<file path="src/source/mpa_defs.svh">
// MPA core widths, memory depths, reset PC and debug target codes
`ifndef MPA_DEFS_SVH
`define MPA_DEFS_SVH

// Datapath widths
`define MPA_DATA_W      32  // Data and instruction word
`define MPA_ADDR_W      32  // Byte address
`define MPA_REG_ADDR_W  5   // Register index, 32 GPRs

// Memory depths in words, kept to powers of two
`define MPA_IM_DEPTH    32
`define MPA_DM_DEPTH    32

// PC value after reset and while the back door is open
`define MPA_RESET_PC    32'h0000_0000

// debug_func codes
// Code 0 selects nothing and reads back zero
`define MPA_DBG_IM      2'd1    // Instruction memory
`define MPA_DBG_DM      2'd2    // Data memory
`define MPA_DBG_MR      2'd3    // Register file

`endif

</file>
<file path="src/source/mpa_pkg.sv">
// MPA core shared vector types and control encodings
`default_nettype none

`include "mpa_defs.svh"

package mpa_pkg;

    // Plain vectors for the widths that carry a meaning
    typedef logic [`MPA_DATA_W-1:0]     data_t;     // Register or memory word
    typedef logic [`MPA_DATA_W-1:0]     instr_t;    // Fetched instruction
    typedef logic [`MPA_ADDR_W-1:0]     addr_t;     // Byte address
    typedef logic [`MPA_REG_ADDR_W-1:0] reg_addr_t; // GPR index
    typedef logic [1:0]                 dbg_func_t; // Back door target

    // ALU operation
    typedef enum logic [3:0] {
        ALU_ADD = 4'd0,
        ALU_SUB = 4'd1,
        ALU_AND = 4'd2,
        ALU_OR  = 4'd3,
        ALU_XOR = 4'd4,
        ALU_NOR = 4'd5
    } alu_op_e;

    // ALU second operand source
    typedef enum logic [1:0] {
        OPB_RT   = 2'd0,    // Register rt
        OPB_SIMM = 2'd1,    // Sign-extended imm
        OPB_ZIMM = 2'd2     // Zero-extended imm
    } operand_b_e;

    // Register write-back source
    typedef enum logic [2:0] {
        WB_ALU = 3'd0,
        WB_LB  = 3'd1,
        WB_LBU = 3'd2,
        WB_LH  = 3'd3,
        WB_LHU = 3'd4,
        WB_LW  = 3'd5,
        WB_LUI = 3'd6
    } wb_sel_e;

    // Store width
    typedef enum logic [1:0] {
        ST_NONE = 2'd0,
        ST_BYTE = 2'd1,
        ST_HALF = 2'd2,
        ST_WORD = 2'd3
    } store_e;

endpackage

`default_nettype wire

</file>
<file path="src/source/mpa_load_store.sv">
// MPA load/store unit, store merging and load extension for write-back
`default_nettype none
`timescale 1ns/10ps

module mpa_load_store (
    input  mpa_pkg::wb_sel_e wb_sel,
    input  mpa_pkg::store_e  store_kind,
    input  mpa_pkg::data_t   alu_result,
    input  mpa_pkg::data_t   rt_val,
    input  mpa_pkg::data_t   mem_rdata,
    input  logic [15:0]      imm,
    output mpa_pkg::data_t   mem_wdata,
    output mpa_pkg::data_t   rf_wdata
);
    import mpa_pkg::*;

    // Sub-word views of the addressed word
    // Always the low lanes, byte offset in the address is ignored
    logic [7:0]  ld_byte;
    logic [15:0] ld_half;

    assign ld_byte = mem_rdata[7:0];
    assign ld_half = mem_rdata[15:0];

    // Store merge, read-modify-write of the old word
    always_comb begin
        case (store_kind)
            ST_BYTE: mem_wdata = {mem_rdata[31:8], rt_val[7:0]};
            ST_HALF: mem_wdata = {mem_rdata[31:16], rt_val[15:0]};
            default: mem_wdata = rt_val;    // SW, dm_we low otherwise
        endcase
    end

    // Register write-back select
    always_comb begin
        case (wb_sel)
            WB_LB:  rf_wdata = {{24{ld_byte[7]}}, ld_byte};     // Sign-extend
            WB_LBU: rf_wdata = {24'h00_0000, ld_byte};
            WB_LH:  rf_wdata = {{16{ld_half[15]}}, ld_half};
            WB_LHU: rf_wdata = {16'h0000, ld_half};
            WB_LW:  rf_wdata = mem_rdata;
            WB_LUI: rf_wdata = {imm, 16'h0000};                 // Upper half
            default: begin
                rf_wdata = alu_result;  // R-type and I-type ALU ops
            end
        endcase
    end

endmodule

`default_nettype wire

</file>
<file path="config.mk">
export PLATFORM = sky130hd
export DESIGN_NAME = mpa_load_store
export DESIGN_NICKNAME = d
export VERILOG_FILES = /design/src/source/mpa_pkg.sv /design/src/source/mpa_load_store.sv
export VERILOG_INCLUDE_DIRS = /design/src /design/src/source
export SDC_FILE = /design/constraint.sdc
export NUM_CORES = 1
export LEC_CHECK = 0
export ABC_AREA = 1
export BUFFER_PORTS_ARGS = -buffer_cell sky130_fd_sc_hd__buf_2
export CAP_MARGIN = 5
export CORE_AREA = 5 5 74 76
export DETAILED_ROUTE_END_ITERATION = 10
export DIE_AREA = 0 0 79 81
export GPL_ROUTABILITY_DRIVEN = 0
export MAX_ROUTING_LAYER = met4
export PLACE_DENSITY = 0.75
export SYNTH_ARGS = -nofsm -noshare
export SYNTH_HDL_FRONTEND = slang
export SYNTH_SLANG_ARGS = --single-unit
</file>
<file path="constraint.sdc">
create_clock -name vclk -period 1.6
set_input_delay 0.32 -clock vclk [all_inputs]
set_output_delay 0.32 -clock vclk [all_outputs]
set_load 0.01 [all_outputs]
</file>
==> results.cfg <==
[timing]
period_needed_ns = 1.549
max_freq_ghz = 0.6455
setup_viol = 0
final.setup.worst_slack_ns = 0.05084
worst_pin_slew_ns = 0.1876
hold_viol = 0
rsz0062_at_grt = true
min_period_over_period = 0.9682
slew_headroom = 0.8745
fin_hold_ws_ns = 0.6400
drv_slew = 0
tns_ns = 0

[floorplanning]
core-area_mm2 = 0.004661
die_x_um = 79
die_h_um = 81
die_area_mm2 = 0.006399
rows = 25
pin_count = 181
initial_utilization = 0.2948

[layout]
diodes = 0
final_nets = 547
syn_to_final_growth_pct = 71.22
design.seq.count = 0
finalInstanceArea_mm2 = 0.002352
layout.cells.non_filler = 480
drive_gt1_frac = 0.4883
seqCellArea_um2 = 0
final_core_util = 0.5047
nClkBuffers = 0

[logic_synthesis]
ys_types = 21
synth.most_common_cell = nand2_1
synth.cells.most_frequent = nand2_1 (121), nand4_1 (40), nand3_1 (33), nor2_1 (17), buf_4 (10)
syn-num-nets = 389
syn_area_mm2 = 0.001374
synthCells = 270
yosys_warnings = 0
ys_seq_area_frac = 0
yosys-top-cells-area = nand2_1 (33%), nand4_1 (18%), nand3_1 (12%)
synth_top_cell_by_area = nand2_1
syn_area_per_cell_um2 = 5.088
synth_top_area_frac = 0.3306

[drt]
ant_nets = 0
vias_per_cell = 4.977
wl_um = 6757
drt_iter0_drc = 126
vias = 2389
firstDrtPassIters = 4
route.detailed.drc = 0
wl_per_cell_um = 14.08

[setup_path]
crit_required_ns = 1.28
slowest_stage = or2_4
cp_slowest_stage_delay_ns = 0.28
worstSetupStartpointType = input pin
end_kind = output pin
crit_top_cell = buf_2
worst-setup-path-type = input pin to output pin
cpLargestDelayFamily = simple AND/OR/NAND/NOR gates
path_buf_inv = 3
arrival_ns = 1.23
cp_max_fo = 8
crit_chain = buf_2, inv_1, ha_2, or2_4, nand3_1, nand2_1, buf_2

[placed_design]
dpl.hpwl_um = 5365
io_buffers = 165
dp_slack_ns = -0.1910
placed_cells = 475
post_dp_cell_area_mm2 = 0.002190

[global_routing]
grtUsageTotal = 0.2004
antenna_found_initial = 0
grt_use_met2 = 0.3569
grt-ovfl-total = 0
grt_pass1_vias = 2364
grt_pass1_wl_um = 10570
met1_usage = 0.2559
gr-usage-met3 = 0.01663
grt_max_degree = 31
globalRoute.busiestLayer = met2

[power]
peakVddDrop_v = 0.0001898
p_total_mw = 0.8522
power.leakage_nw = 1.498
pwr_density_cell_mw_per_mm2 = 362.3

[status]
status = finished, final reports clean

[clocking]
postCtsSetupRepairBufs = 0
hold_buffers = 0

[flow_run]
cap_violations = 0

[worst_hold_path]
hp-class = input pin to output pin
[per-layer routing]
metal	routed length, µm	vias up
li1	-	1221
met1	2732	1047
met2	3439	115
met3	533	6
met4	53	0
met5	0	-
[final timing paths]
| kind | cells past startpoint | to | from |
|---|---|---|---|
| max | 7 | mem_wdata[28] | store_kind[1] |
| min | 0 | mem_wdata[0] | rt_val[0] |
[cell usage in the layout, fill, tap and decap left out, types with 2 or more instances in the layout]
| cell | count |
|---|---|
| buf_12 | 2 |
| buf_2 | 162 |
| buf_4 | 9 |
| buf_6 | 4 |
| clkbuf_4 | 2 |
| inv_1 | 2 |
| inv_2 | 3 |
| inv_4 | 3 |
| nand2_1 | 121 |
| nand2_2 | 2 |
| nand2_4 | 2 |
| nand2_8 | 3 |
| nand3_1 | 33 |
| nand4_1 | 40 |
| nor2_1 | 16 |
| nor2_2 | 2 |
| nor2_4 | 3 |
| o21ai_0 | 2 |
| o21ai_1 | 4 |
| o21ai_2 | 2 |
| or2_4 | 2 |
[timing repair]
action	in CTS	in global routing
cloned	2	3
pin swaps	2	3
setup endpoints to repair	41	47
gates resized for setup	13	22
[logic make-up after synthesis]
group,count (synthesis),share of synthesized area
AO/OA/AOI/OAI,8,0.02915
adder cells (fa/ha/maj),2,0.01821
AND/OR/NAND/NOR,223,0.7814
buffers and inverters,37,0.1712
[layout make-up]
| cell class | count | area [µm²] |
|---|---|---|
| Fill cell | 486 | 2308 |
| Multi-Input combinational cell | 237 | 1226 |
| Timing Repair Buffer | 181 | 1021 |
| Tap cell | 54 | 67.56 |
| Inverter | 8 | 37.54 |
[power breakdown]
group | switching, mW | internal [mW]
combinational | 0.471 | 0.381
clock | 0 | 0
sequential | 0 | 0
total | 0.471 | 0.381
Power figures use the tool's default switching activity.
