### config.mk
export PLATFORM = sky130hd
export DESIGN_NAME = mpa_word_mem
export DESIGN_NICKNAME = d
export VERILOG_FILES = /design/src/source/mpa_pkg.sv /design/src/source/mpa_word_mem.sv
export VERILOG_INCLUDE_DIRS = /design/src /design/src/source
export SDC_FILE = /design/constraint.sdc
export NUM_CORES = 1
export LEC_CHECK = 0
export BUFFER_PORTS_ARGS = -buffer_cell sky130_fd_sc_hd__buf_2
export CAP_MARGIN = 10
export CORE_ASPECT_RATIO = 0.6
export CORE_MARGIN = 3
export CORE_UTILIZATION = 55
export DETAILED_ROUTE_END_ITERATION = 16
export PLACE_DENSITY_LB_ADDON = 0.1
export SLEW_MARGIN = 30
export SYNTH_ARGS = -nofsm -noshare
export SYNTH_HDL_FRONTEND = slang
export SYNTH_SLANG_ARGS = --single-unit
### constraint.sdc
create_clock -name mem_debug_clk_gate -period 4.3 [get_ports mem_debug_clk_gate]
set_clock_uncertainty 0.2 [all_clocks]
set_input_delay 0.86 -clock mem_debug_clk_gate [delete_from_list [all_inputs] [get_ports mem_debug_clk_gate]]
set_output_delay 0.86 -clock mem_debug_clk_gate [all_outputs]
set_load 0.02 [all_outputs]
### src/source/mpa_defs.svh
// MPA core widths, memory depths, reset PC and debug target codes
`ifndef MPA_DEFS_SVH
`define MPA_DEFS_SVH

// Datapath widths
`define MPA_DATA_W      32  // Data and instruction word
`define MPA_ADDR_W      32  // Byte address
`define MPA_REG_ADDR_W  5   // Register index, 32 GPRs

// Memory depths in words, kept to powers of two
`define MPA_IM_DEPTH    32
`define MPA_DM_DEPTH    32

// PC value after reset and while the back door is open
`define MPA_RESET_PC    32'h0000_0000

// debug_func codes
// Code 0 selects nothing and reads back zero
`define MPA_DBG_IM      2'd1    // Instruction memory
`define MPA_DBG_DM      2'd2    // Data memory
`define MPA_DBG_MR      2'd3    // Register file

`endif

### src/source/mpa_pkg.sv
// MPA core shared vector types and control encodings
`default_nettype none

`include "mpa_defs.svh"

package mpa_pkg;

    // Plain vectors for the widths that carry a meaning
    typedef logic [`MPA_DATA_W-1:0]     data_t;     // Register or memory word
    typedef logic [`MPA_DATA_W-1:0]     instr_t;    // Fetched instruction
    typedef logic [`MPA_ADDR_W-1:0]     addr_t;     // Byte address
    typedef logic [`MPA_REG_ADDR_W-1:0] reg_addr_t; // GPR index
    typedef logic [1:0]                 dbg_func_t; // Back door target

    // ALU operation
    typedef enum logic [3:0] {
        ALU_ADD = 4'd0,
        ALU_SUB = 4'd1,
        ALU_AND = 4'd2,
        ALU_OR  = 4'd3,
        ALU_XOR = 4'd4,
        ALU_NOR = 4'd5
    } alu_op_e;

    // ALU second operand source
    typedef enum logic [1:0] {
        OPB_RT   = 2'd0,    // Register rt
        OPB_SIMM = 2'd1,    // Sign-extended imm
        OPB_ZIMM = 2'd2     // Zero-extended imm
    } operand_b_e;

    // Register write-back source
    typedef enum logic [2:0] {
        WB_ALU = 3'd0,
        WB_LB  = 3'd1,
        WB_LBU = 3'd2,
        WB_LH  = 3'd3,
        WB_LHU = 3'd4,
        WB_LW  = 3'd5,
        WB_LUI = 3'd6
    } wb_sel_e;

    // Store width
    typedef enum logic [1:0] {
        ST_NONE = 2'd0,
        ST_BYTE = 2'd1,
        ST_HALF = 2'd2,
        ST_WORD = 2'd3
    } store_e;

endpackage

`default_nettype wire

### src/source/mpa_word_mem.sv
// MPA word memory, combinational read and rising-edge write
`default_nettype none
`timescale 1ns/10ps

module mpa_word_mem #(
    parameter int DEPTH = 32    // Words, power of two
) (
    input  logic           mem_debug_clk_gate,
    input  mpa_pkg::addr_t addr,
    input  mpa_pkg::data_t wdata,
    input  logic           we,
    output mpa_pkg::data_t rdata
);
    import mpa_pkg::*;

    localparam int IDX_W = (DEPTH > 1) ? $clog2(DEPTH) : 1;

    data_t               mem [DEPTH];
    logic  [IDX_W-1:0]   word_idx;

    // Byte address to word index
    // Bits 1:0 dropped, upper bits wrap modulo DEPTH
    assign word_idx = addr[IDX_W+1:2];

    always_ff @(posedge mem_debug_clk_gate) begin
        if (we) begin
            mem[word_idx] <= wdata;
        end
    end

    assign rdata = mem[word_idx];   // Async read

endmodule

`default_nettype wire

==> results.json <==
{
  "end_kind": "output port",
  "p_comb_frac": 0.053,
  "largest-register": "mem",
  "largest_reg_flops": 1024,
  "dp_hpwl_microns": 60050,
  "start_util": 0.5578,
  "first_pass_iters": 5,
  "synthFlopType": "edfxtp_1",
  "die-area_sq_mm": 0.07443,
  "synth_area_sq_mm": 0.03910,
  "ys_seq_area_frac": 0.7864,
  "worstPathCellList": "buf_8 -> buf_12 -> buf_4 -> mux2i_1 -> o22ai_1 -> nor4_1 -> nand2_1 -> buf_2",
  "drt_iter0_drc": 2311,
  "rsz0062_at_grt": "no",
  "synthArstFlopShare": 0,
  "wl_per_cell_microns": 30.68,
  "drive_gt1_frac": 0.1688,
  "min_path_type": "input port to register",
  "wl_microns": 100200,
  "core-area_sq_mm": 0.07010,
  "post-route-util": 0.6380,
  "top_level_ports": 98,
  "crit_arrival_ns": 3.13,
  "internal-power_mw": 15.91,
  "status": "completed",
  "avgSynthCellArea_sq_um": 18.84,
  "final_cells": 3266,
  "worstHoldStart": "wdata[23]",
  "finalSetupViolCount": 0,
  "nets": 2339,
  "drc": 0,
  "cts_tree": "done",
  "multi_input_area_sq_mm": 0.007913,
  "p_leak_nw": 15.62,
  "synth_edf_count": 1024,
  "nFillCells": 4805,
  "synthTopCellsByCount": "edfxtp_1, mux2i_1, o22ai_1",
  "syn_to_final_growth_pct": 14.37,
  "fin_tns_setup_ns": 0,
  "cts_num_sinks": 1024,
  "cpPeakStageDelay_ns": 0.44,
  "cts_hold_buf": 0,
  "critical_path.startpoint_type": "input port",
  "rows": 75,
  "ys_warn_count": 0,
  "placed_area_sq_mm": 0.04188,
  "power_frac_seq": 0.555,
  "cts-root-buf": "clkbuf_16",
  "place_congestion": 0.7726,
  "placed_cells": 3103,
  "yosysMostFrequentCell": "edfxtp_1",
  "cts_buffers": 92,
  "finalCritPeriodShare": 0.9737,
  "grt_max_degree": 45,
  "worstSetupStartpoint": "addr[3]",
  "cts_buffer_depth": 3,
  "p_per_area_mw_per_mm2": 448.2,
  "irDropWorstVdd_v": 0.0003509,
  "post-place-ws_ns": 0.1408,
  "power_switching_share": 0.2064,
  "yosysTopAreaCell": "edfxtp_1",
  "slowest_stage": "buf_8",
  "ys_ff_latch": 1024,
  "cts_resized": 0,
  "numPortBuffers": 70,
  "fin_crit_ns": 4.187,
  "antenna_found_initial": 7,
  "detail-route-antenna-nets": 0,
  "drv_cap": 0,
  "fmax_ghz": 0.2388,
  "htree_levels": 3,
  "synth_top_cell_area_share": 0.7864,
  "vias": 20760,
  "ys_types": 22,
  "viasPerCell": 6.356,
  "fin_area_sq_mm": 0.04472,
  "grt_pass1_wl_microns": 142100,
  "syn_inst": 2075,
  "required_ns": 3.24,
  "reg_top3": "mem (1024)",
  "p_sw_mw": 4.138,
  "grt_overflow": 0,
  "clkPwrFrac": 0.391,
  "crit_type": "input port to output port",
  "synth_fp_nets": 2141,
  "cts.clk_slew.worst_paths_ns": 0.06,
  "slew_headroom": 0.4539,
  "grt_pass1_vias": 20050,
  "hold_violations": 0,
  "tightest_slew_ns": 0.8172,
  "drv_slew": 0,
  "synthTopCellsByArea": "edfxtp_1, mux2i_1, o22ai_1",
  "post-cts-setup-buffer-count": 0,
  "holdWs_ns": 0.4937,
  "cp_max_fo": 44,
  "die_w_microns": 350.2,
  "grt_util_all_layers": 0.2727,
  "p_total_mw": 20.05,
  "die_height_microns": 212.5,
  "worst_slack_ns": 0.1132,
  "register_area_sq_mm": 0.03075
}
==> per-layer routing <==
metal	up-vias	wire length [microns]	GRT usage
li1	8884	-	-
met1	10730	44520	0.4230
met2	994	43490	0.3951
met3	145	10080	0.06266
met4	8	2072	0.06746
met5	-	51	0
==> placed cells by master (no fill, tap or decap), types with 2 or more instances in the layout <==
master     netlist  layout
bufinv_16        0       7
clkinv_1         0      20
buf_12           0      40
nor3_4           0       4
nand3_1          2       2
clkbuf_16        0      95
diode_2          0       2
or3b_2           3       3
nand4b_1         4       4
edfxtp_1      1024    1024
clkbuf_1        23      22
buf_2           81      69
nand3b_1         4       4
clkinv_2         0      15
nor4_1          64      64
nand4bb_2        0       6
buf_4            2     120
mux2i_1        512     512
nand2_1         34      34
or4b_4           3       3
o22ai_1        256     256
nor2_4           0      28
==> power by group through the flow <==
| stage | sequential (mW) | combinational [mW] | clock [mW] |
|---|---|---|---|
| after detailed placement | 11.3 | 1.06 | 0 |
| final | 11.1 | 1.07 | 7.85 |
| after floorplan | 11.3 | 0.548 | 0 |
| after CTS | 11.1 | 1.07 | 7.97 |
| after global routing | 11.1 | 1.13 | 8.42 |
| after global placement | 11.3 | 1.04 | 0 |
==> area by class of cell <==
type                    instances  area share
clock buffers                 117     0.05500
flip-flops and latches       1024      0.6876
multi-input cells             925      0.1769
diodes                          2   0.0001119
well taps                     924     0.02585
clock inverters                44    0.008421
repair buffers                230     0.04611
==> worst paths after layout <==
| path | end | slack [ns] | cells past startpoint |
|---|---|---|---|
| worst max-delay path | rdata[3] | 0.11 | 8 |
| worst min-delay path | mem[28][23] | 0.49 | 1 |
==> cell families after synthesis <==
kind of cell / share of synthesized area
muxes: 0.1311
and+or+nand+nor: 0.02304
buffers and inverters: 0.01853
DFF: 0.7864
AOI/OAI and AO/OA: 0.04096
==> worst max-delay path, delay by kind of cell <==
family,cells,cell delay (ns)
mux,1,0.22
compound gates,1,0.10
simple gates,2,0.68
buf+inv,4,1.18
Power figures use the tool's default switching activity.
