===== src/source/mpa_defs.svh =====
// MPA core widths, memory depths, reset PC and debug target codes
`ifndef MPA_DEFS_SVH
`define MPA_DEFS_SVH

// Datapath widths
`define MPA_DATA_W      32  // Data and instruction word
`define MPA_ADDR_W      32  // Byte address
`define MPA_REG_ADDR_W  5   // Register index, 32 GPRs

// Memory depths in words, kept to powers of two
`define MPA_IM_DEPTH    32
`define MPA_DM_DEPTH    32

// PC value after reset and while the back door is open
`define MPA_RESET_PC    32'h0000_0000

// debug_func codes
// Code 0 selects nothing and reads back zero
`define MPA_DBG_IM      2'd1    // Instruction memory
`define MPA_DBG_DM      2'd2    // Data memory
`define MPA_DBG_MR      2'd3    // Register file

`endif


===== src/source/mpa_pkg.sv =====
// MPA core shared vector types and control encodings
`default_nettype none

`include "mpa_defs.svh"

package mpa_pkg;

    // Plain vectors for the widths that carry a meaning
    typedef logic [`MPA_DATA_W-1:0]     data_t;     // Register or memory word
    typedef logic [`MPA_DATA_W-1:0]     instr_t;    // Fetched instruction
    typedef logic [`MPA_ADDR_W-1:0]     addr_t;     // Byte address
    typedef logic [`MPA_REG_ADDR_W-1:0] reg_addr_t; // GPR index
    typedef logic [1:0]                 dbg_func_t; // Back door target

    // ALU operation
    typedef enum logic [3:0] {
        ALU_ADD = 4'd0,
        ALU_SUB = 4'd1,
        ALU_AND = 4'd2,
        ALU_OR  = 4'd3,
        ALU_XOR = 4'd4,
        ALU_NOR = 4'd5
    } alu_op_e;

    // ALU second operand source
    typedef enum logic [1:0] {
        OPB_RT   = 2'd0,    // Register rt
        OPB_SIMM = 2'd1,    // Sign-extended imm
        OPB_ZIMM = 2'd2     // Zero-extended imm
    } operand_b_e;

    // Register write-back source
    typedef enum logic [2:0] {
        WB_ALU = 3'd0,
        WB_LB  = 3'd1,
        WB_LBU = 3'd2,
        WB_LH  = 3'd3,
        WB_LHU = 3'd4,
        WB_LW  = 3'd5,
        WB_LUI = 3'd6
    } wb_sel_e;

    // Store width
    typedef enum logic [1:0] {
        ST_NONE = 2'd0,
        ST_BYTE = 2'd1,
        ST_HALF = 2'd2,
        ST_WORD = 2'd3
    } store_e;

endpackage

`default_nettype wire


===== src/source/mpa_reg_file.sv =====
// MPA general purpose register file, 32 entries, 2 read ports, 1 write port
`default_nettype none
`timescale 1ns/10ps

module mpa_reg_file (
    input  logic               mem_debug_clk_gate,
    input  logic               HW_RSTn,
    input  mpa_pkg::reg_addr_t ra0,
    input  mpa_pkg::reg_addr_t ra1,
    input  mpa_pkg::reg_addr_t wa,
    input  mpa_pkg::data_t     wd,
    input  logic               we,
    output mpa_pkg::data_t     rd0,
    output mpa_pkg::data_t     rd1
);
    import mpa_pkg::*;

    localparam int NUM_REGS = 2 ** $bits(reg_addr_t);

    data_t regs [NUM_REGS];

    // All registers cleared on reset
    always_ff @(posedge mem_debug_clk_gate or negedge HW_RSTn) begin
        if (!HW_RSTn) begin
            for (int i = 0; i < NUM_REGS; i++) begin
                regs[i] <= '0;
            end
        end else if (we && (wa != '0)) begin   // $zero is never written
            regs[wa] <= wd;
        end
    end

    // Combinational reads, $zero forced
    assign rd0 = (ra0 == '0) ? '0 : regs[ra0];
    assign rd1 = (ra1 == '0) ? '0 : regs[ra1];

endmodule

`default_nettype wire


===== config.mk =====
export PLATFORM = sky130hd
export DESIGN_NAME = mpa_reg_file
export DESIGN_NICKNAME = d
export VERILOG_FILES = /design/src/source/mpa_pkg.sv /design/src/source/mpa_reg_file.sv
export VERILOG_INCLUDE_DIRS = /design/src /design/src/source
export SDC_FILE = /design/constraint.sdc
export NUM_CORES = 2
export LEC_CHECK = 0
export ABC_AREA = 1
export BUFFER_PORTS_ARGS = -buffer_cell sky130_fd_sc_hd__buf_2
export CORE_UTILIZATION = 55
export CTS_CLUSTER_SIZE = 40
export DETAILED_ROUTE_END_ITERATION = 10
export GPL_ROUTABILITY_DRIVEN = 0
export PLACE_DENSITY_LB_ADDON = 0.12
export SYNTH_ARGS = -nofsm -noshare
export SYNTH_HDL_FRONTEND = slang
export SYNTH_SLANG_ARGS = --single-unit

===== constraint.sdc =====
create_clock -name mem_debug_clk_gate -period 1.8 [get_ports mem_debug_clk_gate]
set_input_delay 0.27 -clock mem_debug_clk_gate [delete_from_list [all_inputs] [get_ports mem_debug_clk_gate]]
set_output_delay 0.27 -clock mem_debug_clk_gate [all_outputs]
set_load 0.05 [all_outputs]

==> impl_metrics.tcl <==
set metrics [dict create \
    run_status "finished, violations left" \
    violations "setup timing" \
    num_vias 61800 \
    setup_tns_ns -29.00 \
    ys_seq_area_frac 0.450 \
    yosys_warnings 0 \
    hp-class "input pin to flip-flop" \
    grt_overflow 0 \
    min_period_over_period 1.34 \
    wl_per_cell_um 22.5 \
    power.density_nw_per_um2 1060 \
    start_kind "flip-flop" \
    area_delta_synth_final_pct 25.8 \
    largest_register_ff_count 1024 \
    cts_inserted_buffers 113 \
    hold_ws_ns 0.0725 \
    die_h_um 324 \
    multiInputGateArea_um2 29700 \
    initial_core_util 0.557 \
    synthXorXnorAreaFrac 0 \
    leakage_nw 33.8 \
    layout.cells.non_filler 10000 \
    fmax_mhz 414 \
    grtUsageTotal 0.422 \
    slew_headroom 0.484 \
    core_um2 102000 \
    fin_ws_ns -0.616 \
    routed_wl_mm 225 \
    rows 117 \
    cp-end-kind "output port" \
    grt_start_max_net_pins 102 \
    cts_tree "done" \
    dp_slack_ns -0.473 \
    final_nets 8592 \
    muxShareOfSynthArea 0 \
    fillers 8271 \
    io_pins 114 \
    hold_viol 0 \
    finalSetupViolations 64 \
    synth-simple-area-share 0.378 \
    synth_nets 8377 \
    grt_antenna_before_repair 2 \
    seqCellArea_um2 25600 \
    viasPerCell 6.18 \
    cp_num_buf_inv 1 \
    portBuffers 113 \
    rsz0062_at_grt "true" \
    criticalPathCategory "flip-flop to output port" \
    synth-compound-area-share 0.110 \
    skew_ns 0 \
    cts-htree-levels 3 \
    slew_viol_final 0 \
    hpwl_mm 142 \
    synthDistinctLibCells 29 \
    path_delay_family "simple AND/OR/NAND/NOR gates" \
    peakVddDrop_mv 0.928 \
    syn-instance-count 8327 \
    cp_max_fo 3 \
    clockRootBuffer "clkbuf_16" \
    cp_data_required_time_ns 1.53 \
    drt_iter0_drc 9413 \
    syn_area_um2 57000 \
    cts.clk_slew.worst_paths_ns 0.06 \
    post_synth.cell_area_avg_um2 6.85 \
    drtPass1Iterations 9 \
    worst_slew_pin_slew_ns 0.769 \
    reg_top3 "regs (1024)" \
    clk-insertion-delay-late_ns 0.71 \
    drt.antenna.violating_nets 0 \
    largest-register "regs" \
    worst_path_most_repeated_cell "nand2_1" \
    grt_pass1_vias 57100 \
    path_cells "nand2_1, nand3_1, nand3_1, nand2_1, nand2_1, nand3_2, nand2_2, nor2_4, buf_6" \
    clockBufferDepth 3 \
    die_x_um 324 \
    cts_sinks 1024 \
    dp_cells 9674 \
    cap_violations 0 \
    grt_pass1_wl_mm 339 \
    synth_top_family_by_area "simple AND/OR/NAND/NOR gates" \
    die-area_um2 105000 \
    drive_above_1_share 0.176 \
    period_needed_ns 2.42 \
    drcViolationCount 0 \
    critical_path_arrival_ns 2.15 \
    synth_seq_cells 1024 \
    synth_adder_area_share 0 \
    slowest_stage "dfrtp_1" \
    cp_slowest_stage_delay_ns 0.38 \
]
layer usage:
layer	routed length (µm)	GRT usage
met1	85400	0.572
met3	30300	0.109
met5	0	0
met4	13300	0.223
met2	95700	0.619
power breakdown:
group	internal (W)	total, W	switching [W]
sequential	0.0279	0.0321	0.00414
clock	0.0152	0.0253	0.0101
combinational	0.00787	0.0187	0.0108
area by class of cell:
| cell class | instances | area share |
|---|---|---|
| Multi-Input combinational cell | 6435 | 0.414 |
| Tap cell | 1368 | 0.0239 |
| Inverter | 112 | 0.00694 |
| Antenna cell | 2 | 0.0000698 |
| Sequential cell | 1024 | 0.357 |
| Clock inverter | 47 | 0.00994 |
| Timing Repair Buffer | 856 | 0.141 |
| Clock buffer | 157 | 0.0462 |
cells by family (layout without fill, tap and decap cells):
kind of cell / count (synthesis) / after routing
AOI/OAI and AO/OA: 1232 / 1232
and+or+nand+nor: 5203 / 5203
buffers and inverters: 868 / 1172
other: 0 / 2
DFF: 1024 / 1024
path summary, 6_finish.rpt:
check                                       startpoint                endpoint  slack [ns]  cells after the start
worst min register to register  regs[1017]$_DFFE_PN0P_  regs[1017]$_DFFE_PN0P_        0.41                      0
worst max register to register   regs[481]$_DFFE_PN0P_   regs[481]$_DFFE_PN0P_        0.83                      4
min in group asynchronous                      HW_RSTn   regs[566]$_DFFE_PN0P_        0.24                      3
worst min-delay path                            wd[13]    regs[13]$_DFFE_PN0P_        0.07                      4
worst max-delay path             regs[278]$_DFFE_PN0P_                 rd1[22]       -0.62                      9
max in group asynchronous                      HW_RSTn   regs[869]$_DFFE_PN0P_        0.55                      3
placed cells by master (no fill, tap or decap), types with 115 or more instances in the layout:
cell       synthesis  layout
nand2_1         2979    2867
nand3_1         1371    1251
dfrtp_1         1024    1024
nor2_1           814     653
a21oi_1          627     603
o21ai_0          547     478
buf_4             36     463
buf_12             0     267
nand3_2            5     116
clkbuf_16          0     115
metrics by stage:
stage / util / area, µm² / power [W]
floorplan: - / 58200 / 0.0427
global placement: 0.634 / 64900 / 0.0481
detailed placement: 0.634 / 64900 / 0.0488
CTS: 0.687 / 70300 / 0.0746
global route: 0.701 / 71700 / 0.0795
finish: 0.701 / 71700 / 0.0760
repair_timing:
item                                    in CTS  in global routing
hold buffers                                22                  0
endpoints found under the setup margin      64                 64
setup buffers                               32                 73
hold endpoints to repair                  1038                  0
resized for setup                          352                241
pin swaps                                  271                330
worst register-to-register path: stages, from the launching register on:
cell	delay, ns
dfrtp_1	0.40
buf_4	0.14
buf_4	0.12
nand2_1	0.07
o21ai_0	0.10
cell usage after synthesis (all sizes together):
library cell / n / area (µm²)
nor3: 7 / 45.0
dfrtp: 1024 / 25600
o21ai: 573 / 2870
buf: 250 / 1260
nand2: 2988 / 11300
inv: 110 / 418
o211ai: 16 / 120
nor4: 2 / 42.5
clkinv: 2 / 7.51
a21oi: 643 / 3280
nand3: 1376 / 6910
nand4: 1 / 6.26
nor2: 829 / 3260
clkbuf: 506 / 1900
Power figures use the tool's default switching activity.
