### src/source/mpa_defs.svh
// MPA core widths, memory depths, reset PC and debug target codes
`ifndef MPA_DEFS_SVH
`define MPA_DEFS_SVH

// Datapath widths
`define MPA_DATA_W      32  // Data and instruction word
`define MPA_ADDR_W      32  // Byte address
`define MPA_REG_ADDR_W  5   // Register index, 32 GPRs

// Memory depths in words, kept to powers of two
`define MPA_IM_DEPTH    32
`define MPA_DM_DEPTH    32

// PC value after reset and while the back door is open
`define MPA_RESET_PC    32'h0000_0000

// debug_func codes
// Code 0 selects nothing and reads back zero
`define MPA_DBG_IM      2'd1    // Instruction memory
`define MPA_DBG_DM      2'd2    // Data memory
`define MPA_DBG_MR      2'd3    // Register file

`endif

### src/source/mpa_pkg.sv
// MPA core shared vector types and control encodings
`default_nettype none

`include "mpa_defs.svh"

package mpa_pkg;

    // Plain vectors for the widths that carry a meaning
    typedef logic [`MPA_DATA_W-1:0]     data_t;     // Register or memory word
    typedef logic [`MPA_DATA_W-1:0]     instr_t;    // Fetched instruction
    typedef logic [`MPA_ADDR_W-1:0]     addr_t;     // Byte address
    typedef logic [`MPA_REG_ADDR_W-1:0] reg_addr_t; // GPR index
    typedef logic [1:0]                 dbg_func_t; // Back door target

    // ALU operation
    typedef enum logic [3:0] {
        ALU_ADD = 4'd0,
        ALU_SUB = 4'd1,
        ALU_AND = 4'd2,
        ALU_OR  = 4'd3,
        ALU_XOR = 4'd4,
        ALU_NOR = 4'd5
    } alu_op_e;

    // ALU second operand source
    typedef enum logic [1:0] {
        OPB_RT   = 2'd0,    // Register rt
        OPB_SIMM = 2'd1,    // Sign-extended imm
        OPB_ZIMM = 2'd2     // Zero-extended imm
    } operand_b_e;

    // Register write-back source
    typedef enum logic [2:0] {
        WB_ALU = 3'd0,
        WB_LB  = 3'd1,
        WB_LBU = 3'd2,
        WB_LH  = 3'd3,
        WB_LHU = 3'd4,
        WB_LW  = 3'd5,
        WB_LUI = 3'd6
    } wb_sel_e;

    // Store width
    typedef enum logic [1:0] {
        ST_NONE = 2'd0,
        ST_BYTE = 2'd1,
        ST_HALF = 2'd2,
        ST_WORD = 2'd3
    } store_e;

endpackage

`default_nettype wire

### src/source/mpa_decoder.sv
// MPA instruction decoder, opcode and funct to datapath control selections
`default_nettype none
`timescale 1ns/10ps

module mpa_decoder (
    input  mpa_pkg::instr_t     instr,
    output logic                rf_we,
    output logic                dm_we,
    output mpa_pkg::alu_op_e    alu_op,
    output mpa_pkg::operand_b_e operand_b,
    output mpa_pkg::wb_sel_e    wb_sel,
    output mpa_pkg::store_e     store_kind,
    output logic                dest_is_rt
);
    import mpa_pkg::*;

    // MIPS I primary opcodes
    localparam logic [5:0] OP_SPECIAL = 6'b00_0000;    // R-type, look at funct
    localparam logic [5:0] OP_ADDIU   = 6'b00_1001;
    localparam logic [5:0] OP_ANDI    = 6'b00_1100;
    localparam logic [5:0] OP_ORI     = 6'b00_1101;
    localparam logic [5:0] OP_XORI    = 6'b00_1110;
    localparam logic [5:0] OP_LUI     = 6'b00_1111;
    localparam logic [5:0] OP_LB      = 6'b10_0000;
    localparam logic [5:0] OP_LH      = 6'b10_0001;
    localparam logic [5:0] OP_LW      = 6'b10_0011;
    localparam logic [5:0] OP_LBU     = 6'b10_0100;
    localparam logic [5:0] OP_LHU     = 6'b10_0101;
    localparam logic [5:0] OP_SB      = 6'b10_1000;
    localparam logic [5:0] OP_SH      = 6'b10_1001;
    localparam logic [5:0] OP_SW      = 6'b10_1011;

    // SPECIAL funct codes
    localparam logic [5:0] FN_ADD  = 6'b10_0000;   // No overflow trap here
    localparam logic [5:0] FN_ADDU = 6'b10_0001;
    localparam logic [5:0] FN_SUB  = 6'b10_0010;   // No overflow trap here
    localparam logic [5:0] FN_SUBU = 6'b10_0011;
    localparam logic [5:0] FN_AND  = 6'b10_0100;
    localparam logic [5:0] FN_OR   = 6'b10_0101;
    localparam logic [5:0] FN_XOR  = 6'b10_0110;
    localparam logic [5:0] FN_NOR  = 6'b10_0111;

    logic [5:0] opcode;
    logic [5:0] funct;

    assign opcode = instr[31:26];
    assign funct  = instr[5:0];

    always_comb begin
        // Defaults, anything not listed is a no-op
        rf_we      = 1'b0;
        dm_we      = 1'b0;
        alu_op     = ALU_ADD;
        operand_b  = OPB_RT;
        wb_sel     = WB_ALU;
        store_kind = ST_NONE;
        dest_is_rt = 1'b0;

        unique case (opcode)
            OP_SPECIAL: begin
                // rd destination, rt operand
                rf_we = 1'b1;
                case (funct)
                    FN_ADD, FN_ADDU: alu_op = ALU_ADD;
                    FN_SUB, FN_SUBU: alu_op = ALU_SUB;
                    FN_AND:          alu_op = ALU_AND;
                    FN_OR:           alu_op = ALU_OR;
                    FN_XOR:          alu_op = ALU_XOR;
                    FN_NOR:          alu_op = ALU_NOR;
                    default:         rf_we  = 1'b0;  // SLT, shifts, JR etc.
                endcase
            end
            OP_ADDIU, OP_ANDI, OP_ORI, OP_XORI: begin
                rf_we      = 1'b1;
                dest_is_rt = 1'b1;
                operand_b  = (opcode == OP_ADDIU) ? OPB_SIMM : OPB_ZIMM;
                case (opcode)
                    OP_ANDI: alu_op = ALU_AND;
                    OP_ORI:  alu_op = ALU_OR;
                    OP_XORI: alu_op = ALU_XOR;
                    default: alu_op = ALU_ADD;
                endcase
            end
            OP_LUI: begin
                rf_we      = 1'b1;
                dest_is_rt = 1'b1;
                wb_sel     = WB_LUI;    // ALU result ignored
            end
            OP_LB, OP_LBU, OP_LH, OP_LHU, OP_LW: begin
                // Address is rs + sign-extended offset
                rf_we      = 1'b1;
                dest_is_rt = 1'b1;
                operand_b  = OPB_SIMM;
                case (opcode)
                    OP_LB:   wb_sel = WB_LB;
                    OP_LBU:  wb_sel = WB_LBU;
                    OP_LH:   wb_sel = WB_LH;
                    OP_LHU:  wb_sel = WB_LHU;
                    default: wb_sel = WB_LW;
                endcase
            end
            OP_SB, OP_SH, OP_SW: begin
                dm_we     = 1'b1;
                operand_b = OPB_SIMM;
                case (opcode)
                    OP_SB:   store_kind = ST_BYTE;
                    OP_SH:   store_kind = ST_HALF;
                    default: store_kind = ST_WORD;
                endcase
            end
            default: ;  // Branches, jumps, SLTI etc. write nothing
        endcase
    end

endmodule

`default_nettype wire

### config.mk
export PLATFORM = sky130hd
export DESIGN_NAME = mpa_decoder
export DESIGN_NICKNAME = d
export VERILOG_FILES = /design/src/source/mpa_pkg.sv /design/src/source/mpa_decoder.sv
export VERILOG_INCLUDE_DIRS = /design/src /design/src/source
export SDC_FILE = /design/constraint.sdc
export NUM_CORES = 1
export LEC_CHECK = 0
export ABC_AREA = 1
export BUFFER_PORTS_ARGS = -buffer_cell sky130_fd_sc_hd__buf_2
export CAP_MARGIN = 20
export CORE_AREA = 2 2 39 41
export DETAILED_ROUTE_END_ITERATION = 10
export DIE_AREA = 0 0 41 43
export PLACE_DENSITY = 0.8
export SLEW_MARGIN = 20
export SYNTH_ARGS = -nofsm -noshare
export SYNTH_HDL_FRONTEND = slang
export SYNTH_SLANG_ARGS = --single-unit
### constraint.sdc
create_clock -name vclk -period 1.8
set_input_delay 0.09 -clock vclk [all_inputs]
set_output_delay 0.09 -clock vclk [all_outputs]
set_load 0.03 [all_outputs]
==> run metrics <==
post-synth cell types=16; hold_buf cts=0; Seq Cell Count=0; initial antenna violation count=0; total global-route track usage=10.7%; crit path cell chain=buf_2 -> nor2_2 -> inv_2 -> nor3_1 -> nand2_1 -> nand3_1 -> buf_2; Iter 0 DRT Violations=5; vias per std cell=4.35; Setup Fix Bufs, Post-CTS=0; Post-synth top cells=inv_1, nand2_1, nand3_1, nor2_1, nor2_2; aggregate routed wire length=881 um; layout cell share with drive strength beyond 1=42.1%; Final Hold Viols=0; Initial Util=25.6%; delay-heaviest family, CP=simple AND/OR/NAND/NOR gates; Power Density=193 nW/um^2; mapped cell area=354 sq um; standard-cell rows=14; slowest stage delay, CP=0.25 ns; pre-CTS WS=0.647 ns; Yosys warnings=0; Multi-input gate area=279 sq um; first-pass GRT wire length=1440 um; dpl hpwl=819 um; Mapped Cells=71; nets@finish=129; die height=43 um; # clk buffers=0; TNS Setup=0 ns; WP data required=1.71 ns; final setup fails=0; Max IR drop VDD=0.0664 mV; routed vias=483; Fillers=167; post-DR wirelength/cell=7.94 um; outcome=completed; critical path class=input pin to output pin; # DRC=0; period utilization=64.2%; vias in the first global route=414; post-CTS sizing=0; most frequent cell after synthesis=inv_1; Slew Viols, Final=0; I/O Buffers=25; Final Wtd Congestion=0.886; Diodes inserted=0; num ports=46; post-route worst setup slack=0.644 ns; Mean Syn Cell Area=4.99 sq um; Area Overhead vs Synth=38.9%; post-route ant nets=0; syn_nets=103; critical path arrival=1.07 ns; crit start category=input pin; Final Critical Period=1.16 ns; largest fanout on the critical path=4; register area share after synthesis=0%; Chip Width=41 um; RSZ-0062 raised after global routing=no; DRT Pass-1 Iters=4; Synth top area share=17.0%; cell mode on critical path=buf_2; maximum clock rate=0.865 GHz; Critical Path End Type=output pin; Lkg Pwr=0.339 nW; max cap viols=0; cell taking the most area after synthesis=inv_1; register area=0 sq um; Remaining Overflow, GRT=0; highest-delay cell along the critical path=nor3_1; largest net degree at the start of global routing=7; hold crit path type=input pin to output pin; Core Region=1380 sq um; CP bufs+invs=3; Synth area leaders=inv_1, nand2_1, nand3_1; DIE AREA=1760 sq um
routing by layer:
metal | up-vias | global-route usage (%) | part of all wire (%)
li1 | 264 | - | -
met1 | 203 | 13.0 | 42
met2 | 16 | 20.6 | 51
met3 | 0 | 0 | 7.3
met4 | 0 | 0 | 0
met5 | - | 0 | 0
where the power goes:
part	switching [mW]	internal (mW)
Sequential	0	0
Combinational	0.0651	0.0296
Clock	0	0
Total	0.0651	0.0296
cell usage in the layout, fill, tap and decap left out:
master   synthesis  layout
nand4_1          1       1
inv_1           16      16
nor2_4           3       3
inv_2            2       2
o21ai_0          1       1
nor3_1           2       2
nor2_1           9       9
o21ai_2          2       2
conb_1           1       1
nand3_2          3       3
nand3_1          9       9
buf_2            0      25
nand2_1         14      14
nand2_2          1       1
o21ai_1          2       2
nor2_2           4       4
stage by stage:
step                      util [%]  hold slack (ns)  std cells  cell area [sq um]  total power, mW
after detailed placement      35.5            0.495        111                492           0.0952
after CTS                     35.5            0.495        111                492           0.0954
after global placement        35.5            0.494        111                492           0.0933
final                         35.5            0.491        111                492           0.0947
after global routing          35.5            0.502        111                492            0.104
after floorplan                  -            0.290         71                354           0.0618
tightest hold or removal path, cell delays in order:
cell	delay, ns
buf_2	0.09
o21ai_2	0.05
buf_2	0.16
layout make-up:
cell class	instances	area share, %
well taps	16	4.07
multi-input cells	52	56.7
repair buffers	25	25.4
inverters	18	13.7
logic make-up after synthesis:
group           after synthesis  share of synthesized area (%)
buf+inv                      19                           21.2
simple gates                 46                           68.6
compound gates                5                           9.19
other cells                   1                           1.06
worst paths after layout:
kind,from,endpoint,slack [ns],cells past startpoint
hold / removal,instr[1],alu_op[1],0.49,3
setup / recovery,instr[28],wb_sel[2],0.64,7
Note: power is estimated with default switching activity, not from simulation.
