File: config.mk
export PLATFORM = sky130hd
export DESIGN_NAME = mpa_alu
export DESIGN_NICKNAME = d
export VERILOG_FILES = /design/src/source/mpa_pkg.sv /design/src/source/mpa_alu.sv
export VERILOG_INCLUDE_DIRS = /design/src /design/src/source
export SDC_FILE = /design/constraint.sdc
export NUM_CORES = 1
export LEC_CHECK = 0
export BUFFER_PORTS_ARGS = -buffer_cell sky130_fd_sc_hd__buf_2
export CAP_MARGIN = 20
export CORE_MARGIN = 2
export CORE_UTILIZATION = 35
export DETAILED_ROUTE_END_ITERATION = 8
export PLACE_DENSITY = 0.58
export SYNTH_ARGS = -nofsm -noshare
export SYNTH_HDL_FRONTEND = slang
export SYNTH_SLANG_ARGS = --single-unit
File: constraint.sdc
create_clock -name vclk -period 10
set_clock_uncertainty 0.2 [all_clocks]
set_input_delay 0.5 -clock vclk [all_inputs]
set_output_delay 0.5 -clock vclk [all_outputs]
set_load 0.005 [all_outputs]
File: src/source/mpa_defs.svh
// MPA core widths, memory depths, reset PC and debug target codes
`ifndef MPA_DEFS_SVH
`define MPA_DEFS_SVH

// Datapath widths
`define MPA_DATA_W      32  // Data and instruction word
`define MPA_ADDR_W      32  // Byte address
`define MPA_REG_ADDR_W  5   // Register index, 32 GPRs

// Memory depths in words, kept to powers of two
`define MPA_IM_DEPTH    32
`define MPA_DM_DEPTH    32

// PC value after reset and while the back door is open
`define MPA_RESET_PC    32'h0000_0000

// debug_func codes
// Code 0 selects nothing and reads back zero
`define MPA_DBG_IM      2'd1    // Instruction memory
`define MPA_DBG_DM      2'd2    // Data memory
`define MPA_DBG_MR      2'd3    // Register file

`endif

File: src/source/mpa_pkg.sv
// MPA core shared vector types and control encodings
`default_nettype none

`include "mpa_defs.svh"

package mpa_pkg;

    // Plain vectors for the widths that carry a meaning
    typedef logic [`MPA_DATA_W-1:0]     data_t;     // Register or memory word
    typedef logic [`MPA_DATA_W-1:0]     instr_t;    // Fetched instruction
    typedef logic [`MPA_ADDR_W-1:0]     addr_t;     // Byte address
    typedef logic [`MPA_REG_ADDR_W-1:0] reg_addr_t; // GPR index
    typedef logic [1:0]                 dbg_func_t; // Back door target

    // ALU operation
    typedef enum logic [3:0] {
        ALU_ADD = 4'd0,
        ALU_SUB = 4'd1,
        ALU_AND = 4'd2,
        ALU_OR  = 4'd3,
        ALU_XOR = 4'd4,
        ALU_NOR = 4'd5
    } alu_op_e;

    // ALU second operand source
    typedef enum logic [1:0] {
        OPB_RT   = 2'd0,    // Register rt
        OPB_SIMM = 2'd1,    // Sign-extended imm
        OPB_ZIMM = 2'd2     // Zero-extended imm
    } operand_b_e;

    // Register write-back source
    typedef enum logic [2:0] {
        WB_ALU = 3'd0,
        WB_LB  = 3'd1,
        WB_LBU = 3'd2,
        WB_LH  = 3'd3,
        WB_LHU = 3'd4,
        WB_LW  = 3'd5,
        WB_LUI = 3'd6
    } wb_sel_e;

    // Store width
    typedef enum logic [1:0] {
        ST_NONE = 2'd0,
        ST_BYTE = 2'd1,
        ST_HALF = 2'd2,
        ST_WORD = 2'd3
    } store_e;

endpackage

`default_nettype wire

File: src/source/mpa_alu.sv
// MPA ALU with operand B selection, add, subtract and bitwise logic
`default_nettype none
`timescale 1ns/10ps

module mpa_alu (
    input  mpa_pkg::alu_op_e    alu_op,
    input  mpa_pkg::operand_b_e operand_b,
    input  mpa_pkg::data_t      rs_val,
    input  mpa_pkg::data_t      rt_val,
    input  logic [15:0]         imm,
    output mpa_pkg::data_t      result
);
    import mpa_pkg::*;

    data_t opb;     // Second operand after selection

    // Operand B mux
    always_comb begin
        case (operand_b)
            OPB_SIMM: opb = data_t'({{16{imm[15]}}, imm});  // Offsets, ADDIU
            OPB_ZIMM: opb = data_t'({16'h0000, imm});       // ANDI/ORI/XORI
            default:  opb = rt_val;
        endcase
    end

    // Wrapping arithmetic, carry and borrow dropped
    always_comb begin
        case (alu_op)
            ALU_SUB: result = rs_val - opb;
            ALU_AND: result = rs_val & opb;
            ALU_OR:  result = rs_val | opb;
            ALU_XOR: result = rs_val ^ opb;
            ALU_NOR: result = ~(rs_val | opb);
            default: result = rs_val + opb;     // ADD, also address calc
        endcase
    end

endmodule

`default_nettype wire

==> metrics.txt, run 1 <==
# TYPE chip_impl_metric gauge
chip_impl_metric{name="clock.fmax",unit="GHz"} 0.153
chip_impl_metric{name="timing.final.ws_setup",unit="ps"} 3480
chip_impl_metric{name="initial_antenna_violation_count",unit=""} 0
chip_impl_info{name="worstPathCellList",value="buf_2 > inv_1 > ha_2 > buf_4 > o21ai_0 > inv_1 > ha_1 > nand4_1 > or3_1 > nor4_2 > nand3_1 > nand2_1 > xnor2_1 > ha_1 > a21oi_1 > o21ai_0 > a2111oi_0 > o21ai_0 > a21oi_1 > o21ai_0 > o311ai_0 > buf_2"} 1
chip_impl_metric{name="dp_cells",unit=""} 994
chip_impl_metric{name="drtPass1Iterations",unit=""} 5
chip_impl_metric{name="timing.max_slew.rel_slack",unit="%"} 30.4
chip_impl_metric{name="ant_nets",unit=""} 0
chip_impl_metric{name="instances_no_fill",unit=""} 994
chip_impl_metric{name="syn_area",unit="µm²"} 4920
chip_impl_metric{name="sequential_cell_total",unit=""} 0
chip_impl_metric{name="critPathMaxStageDelay",unit="ps"} 520
chip_impl_metric{name="drive_above_1_share",unit="%"} 19.2
chip_impl_metric{name="die_span_x",unit="µm"} 123
chip_impl_metric{name="drt_iter0_drc",unit=""} 333
chip_impl_metric{name="final_setup_violating_endpoints",unit=""} 0
chip_impl_metric{name="powerDensity",unit="nW/µm²"} 84.3
chip_impl_metric{name="placement_rows",unit=""} 43
chip_impl_metric{name="syn_to_final_growth",unit="%"} 14.0
chip_impl_metric{name="synth.top_cell.area_share",unit="%"} 24.9
chip_impl_metric{name="max_cap_violations",unit=""} 0
chip_impl_info{name="setup.worst_path.start_class",value="input pin"} 1
chip_impl_metric{name="fillers",unit=""} 1515
chip_impl_info{name="critPathSlowestCell",value="or3_1"} 1
chip_impl_info{name="rsz_0062_raised_after_global_routing",value="no"} 1
chip_impl_info{name="synth_most_common_cell",value="ha_1"} 1
chip_impl_info{name="synth_common_cells",value="ha_1 (98), nand2_1 (83), inv_1 (76)"} 1
chip_impl_metric{name="diodes",unit=""} 0
chip_impl_metric{name="synth_warnings",unit=""} 0
chip_impl_metric{name="critical_path_required",unit="ps"} 9300
chip_impl_metric{name="maximum_number_of_pins_on_one_net_before_global_route_repair",unit=""} 68
chip_impl_metric{name="period_share",unit="%"} 65.2
chip_impl_metric{name="final_routed_wirelength",unit="mm"} 15.9
chip_impl_metric{name="postPlaceCellArea",unit="µm²"} 5610
chip_impl_metric{name="starting_density_of_the_core",unit="%"} 35.6
chip_impl_metric{name="track_usage",unit="%"} 21.0
chip_impl_metric{name="synth.avg_cell_area",unit="µm²"} 6.72
chip_impl_info{name="worst_hold_path_type",value="input pin to output pin"} 1
chip_impl_metric{name="clk_buf",unit=""} 0
chip_impl_metric{name="post_cts_resized",unit=""} 0
chip_impl_metric{name="placement.io_buffers",unit=""} 118
chip_impl_metric{name="critPathMaxFanout",unit=""} 64
chip_impl_metric{name="grt_first_pass_wirelength",unit="mm"} 25.8
chip_impl_metric{name="cts-hold-fix-buffers",unit=""} 0
chip_impl_metric{name="tightest_slew",unit="ps"} 1040
chip_impl_metric{name="via_count",unit=""} 5476
chip_impl_metric{name="finish.instance_area",unit="µm²"} 5610
chip_impl_metric{name="gp_routability_congestion",unit=""} 0.939
chip_impl_metric{name="dpl_ws",unit="ps"} 3580
chip_impl_metric{name="vdd_drop_max",unit="mV"} 0.0238
chip_impl_metric{name="whs_path_depth",unit=""} 5
chip_impl_metric{name="arrival_time_at_the_worst_endpoint",unit="ps"} 5820
chip_impl_info{name="critical_path.endpoint_type",value="output pin"} 1
chip_impl_metric{name="dpl.hpwl",unit="mm"} 12.5
chip_impl_info{name="path_class",value="input pin to output pin"} 1
chip_impl_metric{name="synth.distinct_cells",unit=""} 69
chip_impl_metric{name="syn-num-nets",unit=""} 917
chip_impl_metric{name="drc_errors",unit=""} 0
chip_impl_metric{name="slew_viol_final",unit=""} 0
chip_impl_metric{name="finalNetCount",unit=""} 1001
chip_impl_metric{name="layout_min_cycle_time",unit="ps"} 6520
chip_impl_info{name="synth_largest_area_cell",value="ha_1"} 1
chip_impl_metric{name="fin_setup_tns",unit="ps"} 0
chip_impl_metric{name="layout.area.seq",unit="µm²"} 0
chip_impl_metric{name="remaining_global_route_overflow",unit=""} 0
chip_impl_metric{name="drt-vias-per-instance",unit=""} 5.51
chip_impl_info{name="crit_top_cell",value="o21ai_0"} 1
chip_impl_metric{name="fp.dieArea",unit="µm²"} 15000
chip_impl_metric{name="routedWlPerCell",unit="µm"} 16.0
chip_impl_info{name="post_synth_main_area_contributors",value="ha_1 (25%), xnor2_1 (7.8%), nand2_1 (6.3%)"} 1
chip_impl_metric{name="hold_viol_final",unit=""} 0
chip_impl_metric{name="part_of_the_yosys_area_used_for_sequential_elements",unit="%"} 0
chip_impl_metric{name="synthesis.instances",unit=""} 732
chip_impl_metric{name="dieHeight",unit="µm"} 123
chip_impl_metric{name="p_leak",unit="nW"} 2.77
chip_impl_info{name="outcome",value="finished clean"} 1
chip_impl_metric{name="via_count_of_the_first_global_routing_pass",unit=""} 5080
chip_impl_metric{name="num_io_pins",unit=""} 118
chip_impl_metric{name="core",unit="µm²"} 13800
chip_impl_metric{name="cts_setup_buffers",unit=""} 0
[final timing paths]
path / slack, ps / to / start
max: 3480 / result[29] / operand_b[0]
min: 1320 / result[0] / rs_val[0]
[cell usage in the layout, fill, tap and decap left out, types with 18 or more instances in the layout]
cell / count
nand2_1: 83
a21o_1: 18
inv_1: 76
a21oi_1: 62
xnor2_1: 44
ha_1: 97
nor2_1: 35
buf_2: 118
o21ai_0: 54
[critical path, delay by kind of cell]
kind,cells,cell delay [ps]
AO/OA/AOI/OAI,8,2000
AND/OR/NAND/NOR,5,1430
buffers and inverters,5,930
XOR/XNOR,1,140
adder cells (fa/ha/maj),3,810
[power by group]
group | switching (mW) | internal [mW]
Combinational | 0.272 | 0.201
Sequential | 0 | 0
Clock | 0 | 0
Total | 0.272 | 0.201
[cell type report]
class	count	area, µm²	area share, %
Inverter	80	300	5.35
Tap cell	180	225	4.01
Multi-Input combinational cell	609	4440	79.2
Timing Repair Buffer	125	643	11.5
[layer usage]
metal	part of all wire (%)	GRT usage, %	vias to the layer above	wire length [µm]
met5	0	0	-	0
met4	1.5	3.02	0	231
met3	3.9	0.743	16	621
met2	44	34.1	129	7060
met1	50	31.2	2520	7980
li1	-	-	2811	-
[per-stage QoR]
stage / total power, mW / hold slack [ps] / utilization [%]
final: 0.473 / 1320 / 40.6
after floorplan: 0.329 / 1060 / -
after detailed placement: 0.468 / 1320 / 40.6
after global routing: 0.534 / 1380 / 40.6
after global placement: 0.471 / 1340 / 40.6
after CTS: 0.472 / 1320 / 40.6
[cells by family after synthesis]
logic type / after synthesis / share of synthesized area (%)
compound gates: 265 / 35.9
xor+xnor: 55 / 9.79
fa+ha+maj: 99 / 25.3
buf+inv: 123 / 10.0
mux: 2 / 0.432
simple gates: 188 / 18.5
Note: power is estimated with default switching activity, not from simulation.
==> run 2: changes to the inputs <==
--- a/config.mk
+++ b/config.mk
@@ -6,12 +6,13 @@
 export SDC_FILE = /design/constraint.sdc
 export NUM_CORES = 1
 export LEC_CHECK = 0
+export ABC_AREA = 1
 export BUFFER_PORTS_ARGS = -buffer_cell sky130_fd_sc_hd__buf_2
 export CAP_MARGIN = 20
 export CORE_MARGIN = 2
 export CORE_UTILIZATION = 35
 export DETAILED_ROUTE_END_ITERATION = 8
-export PLACE_DENSITY = 0.58
+export PLACE_DENSITY = 0.6
 export SYNTH_ARGS = -nofsm -noshare
 export SYNTH_HDL_FRONTEND = slang
 export SYNTH_SLANG_ARGS = --single-unit
==> constraint.sdc (replaced) <==
create_clock -name vclk -period 5.9
set_clock_uncertainty 0.2 [all_clocks]
set_input_delay 0.295 -clock vclk [all_inputs]
set_output_delay 0.295 -clock vclk [all_outputs]
set_load 0.005 [all_outputs]
==> run 2 against run 1 <==
- final cell count up 22%
- non-clock buffer count down 3
- worst setup slack worse by 2700 ps
- die area up 4.2%
- largest power group unchanged
- synthesized area up 4.3%
- critical endpoint is now result[19]
- largest cell class unchanged
- synthesized cell count up 27%
- routed wire length up 17%
- critical path type unchanged
- hold slack worse by 490 ps
- combinational power up 73%
- sequential share of layout area unchanged
- flip-flop and latch count unchanged
==> metrics.txt, run 2 <==
# TYPE chip_impl_metric gauge
chip_impl_info{name="outcome",value="finished clean"} 1
chip_impl_info{name="synth_common_cells",value="nand2_1 (250), inv_1 (138), ha_1 (98)"} 1
chip_impl_metric{name="placement_rows",unit=""} 44
chip_impl_metric{name="power_frac_seq",unit="%"} 0
chip_impl_metric{name="drt-vias-per-instance",unit=""} 5.22
chip_impl_info{name="post_synth_main_area_contributors",value="ha_1 (24%), nand2_1 (18%), inv_1 (10%)"} 1
chip_impl_metric{name="synth.avg_cell_area",unit="µm²"} 5.54
chip_impl_metric{name="synth.distinct_cells",unit=""} 39
chip_impl_metric{name="clock.fmax",unit="GHz"} 0.195
chip_impl_metric{name="drt_iter0_drc",unit=""} 470
chip_impl_metric{name="dp_cells",unit=""} 1213
chip_impl_metric{name="switching_share",unit="%"} 63.9
chip_impl_metric{name="period_share",unit="%"} 87.1
chip_impl_metric{name="grt_first_pass_wirelength",unit="mm"} 30.0
chip_impl_metric{name="initial_antenna_violation_count",unit=""} 0
chip_impl_info{name="path_class",value="input pin to output pin"} 1
chip_impl_info{name="worst_hold_path_type",value="input pin to output pin"} 1
chip_impl_metric{name="diodes",unit=""} 0
chip_impl_metric{name="layout_min_cycle_time",unit="ps"} 5140
chip_impl_metric{name="remaining_global_route_overflow",unit=""} 0
chip_impl_metric{name="starting_density_of_the_core",unit="%"} 35.6
chip_impl_metric{name="fillers",unit=""} 1691
chip_impl_metric{name="routedWlPerCell",unit="µm"} 15.3
chip_impl_metric{name="drive_above_1_share",unit="%"} 15.5
chip_impl_metric{name="ant_nets",unit=""} 0
chip_impl_metric{name="critical_path_required",unit="ps"} 5410
chip_impl_metric{name="internal_dissipation",unit="mW"} 0.296
chip_impl_metric{name="finalCoreUtilization",unit="%"} 40.9
chip_impl_info{name="synth_most_common_cell",value="nand2_1"} 1
chip_impl_metric{name="final_setup_violating_endpoints",unit=""} 0
chip_impl_metric{name="vdd_drop_max",unit="mV"} 0.0494
chip_impl_metric{name="sequential_cell_total",unit=""} 0
chip_impl_metric{name="dpl.hpwl",unit="mm"} 15.5
chip_impl_metric{name="drc_errors",unit=""} 0
chip_impl_metric{name="post_cts_resized",unit=""} 0
chip_impl_metric{name="die_span_x",unit="µm"} 125
chip_impl_info{name="setup.worst_path.start_class",value="input pin"} 1
chip_impl_metric{name="max_cap_violations",unit=""} 0
chip_impl_metric{name="tightest_slew",unit="ps"} 991
chip_impl_metric{name="core",unit="µm²"} 14400
chip_impl_metric{name="p_sw",unit="mW"} 0.524
chip_impl_info{name="layout.cells.most_common",value="nand2_1"} 1
chip_impl_metric{name="drtPass1Iterations",unit=""} 5
chip_impl_metric{name="slew_viol_final",unit=""} 0
chip_impl_metric{name="part_of_the_yosys_area_used_for_sequential_elements",unit="%"} 0
chip_impl_metric{name="num_io_pins",unit=""} 118
chip_impl_info{name="synth_largest_area_cell",value="ha_1"} 1
chip_impl_metric{name="finalNetCount",unit=""} 1216
chip_impl_metric{name="fp.dieArea",unit="µm²"} 15700
chip_impl_metric{name="combPwrFrac",unit="%"} 100.0
chip_impl_metric{name="timing.max_slew.rel_slack",unit="%"} 33.9
chip_impl_metric{name="instances_no_fill",unit=""} 1213
chip_impl_metric{name="dieHeight",unit="µm"} 125
chip_impl_metric{name="synthesis.instances",unit=""} 927
chip_impl_info{name="rsz_0062_raised_after_global_routing",value="no"} 1
chip_impl_metric{name="hold_viol_final",unit=""} 0
chip_impl_metric{name="layout.area.seq",unit="µm²"} 0
chip_impl_metric{name="cts-hold-fix-buffers",unit=""} 0
chip_impl_metric{name="fin_setup_tns",unit="ps"} 0
chip_impl_metric{name="gp_routability_congestion",unit=""} 0.915
chip_impl_metric{name="cts_setup_buffers",unit=""} 0
chip_impl_info{name="final_cell_mix",value="nand2_1 (250), inv_1 (138), buf_2 (118)"} 1
chip_impl_metric{name="final_routed_wirelength",unit="mm"} 18.6
chip_impl_metric{name="syn_to_final_growth",unit="%"} 15.0
chip_impl_metric{name="synth_warnings",unit=""} 0
chip_impl_metric{name="placement.io_buffers",unit=""} 118
chip_impl_metric{name="arrival_time_at_the_worst_endpoint",unit="ps"} 4650
chip_impl_metric{name="via_count_of_the_first_global_routing_pass",unit=""} 5996
chip_impl_metric{name="maximum_number_of_pins_on_one_net_before_global_route_repair",unit=""} 33
chip_impl_metric{name="via_count",unit=""} 6329
chip_impl_metric{name="p_leak",unit="nW"} 3.34
chip_impl_metric{name="clock_power_share",unit="%"} 0
chip_impl_metric{name="syn-num-nets",unit=""} 1112
chip_impl_metric{name="synth.top_cell.area_share",unit="%"} 23.9
chip_impl_metric{name="critPathMaxFanout",unit=""} 20
chip_impl_metric{name="powerDensity",unit="nW/µm²"} 139
chip_impl_info{name="critical_path.endpoint_type",value="output pin"} 1
chip_impl_metric{name="track_usage",unit="%"} 22.9
chip_impl_metric{name="clk_buf",unit=""} 0
chip_impl_metric{name="syn_area",unit="µm²"} 5130
## run 2: metal layers
metal	wire, µm	up-vias	GRT usage, %
met5	0	-	0
met4	104	0	1.90
met3	1110	10	0.899
met2	8290	213	38.4
met1	9060	2870	33.9
li1	-	3236	-
## run 2: metrics by stage
step	total power, mW	worst slack [ps]	hold slack (ps)	instance area [µm²]
floorplan	0.537	2130	636	5130
global placement	0.809	812	843	5910
detailed placement	0.808	807	844	5910
CTS	0.812	787	845	5910
global route	0.928	168	874	5910
finish	0.819	760	832	5910
## run 2: kinds of logic (layout without fill, tap and decap cells)
logic type | after synthesis | after routing | synth area share [%]
AO/OA/AOI/OAI | 193 | 193 | 21.9
XOR/XNOR | 37 | 37 | 6.31
buffers and inverters | 166 | 268 | 12.5
AND/OR/NAND/NOR | 432 | 432 | 35.1
adder cells (fa/ha/maj) | 99 | 99 | 24.3
## run 2: power by group through the flow
stage / Clock, mW / Combinational (mW) / Sequential, mW
2_1_floorplan: 0 / 0.537 / 0
3_3_place_gp: 0 / 0.809 / 0
3_5_place_dp: 0 / 0.808 / 0
4_1_cts: 0 / 0.812 / 0
5_1_grt: 0 / 0.928 / 0
6_report: 0 / 0.819 / 0
## run 2: path summary, 6_finish.rpt
kind	cells after the start	slack, ps	to	start
max	20	760	result[19]	operand_b[0]
min	5	830	result[0]	rs_val[0]
## run 2: layout make-up
class                      count  area [µm²]  area share (%)
inverter                     146         548            9.28
multi-input combinational    761        4510            76.3
tap                          184         230            3.90
timing repair buffer         122         621            10.5
## run 2: worst max-delay path, cell delays in order
cell     delay (ps)
buf_2            90
inv_1            40
ha_1            650
inv_2           180
or2_0           240
nand2_1         160
ha_1            200
nand3_1         110
nor2_2          260
nand2_1         180
o21ai_1         170
xor2_1          190
ha_1            320
a21oi_1         240
o21ai_0         170
a21oi_1         240
nand3_1         170
o21ai_0         420
nand4_1         160
buf_2           170
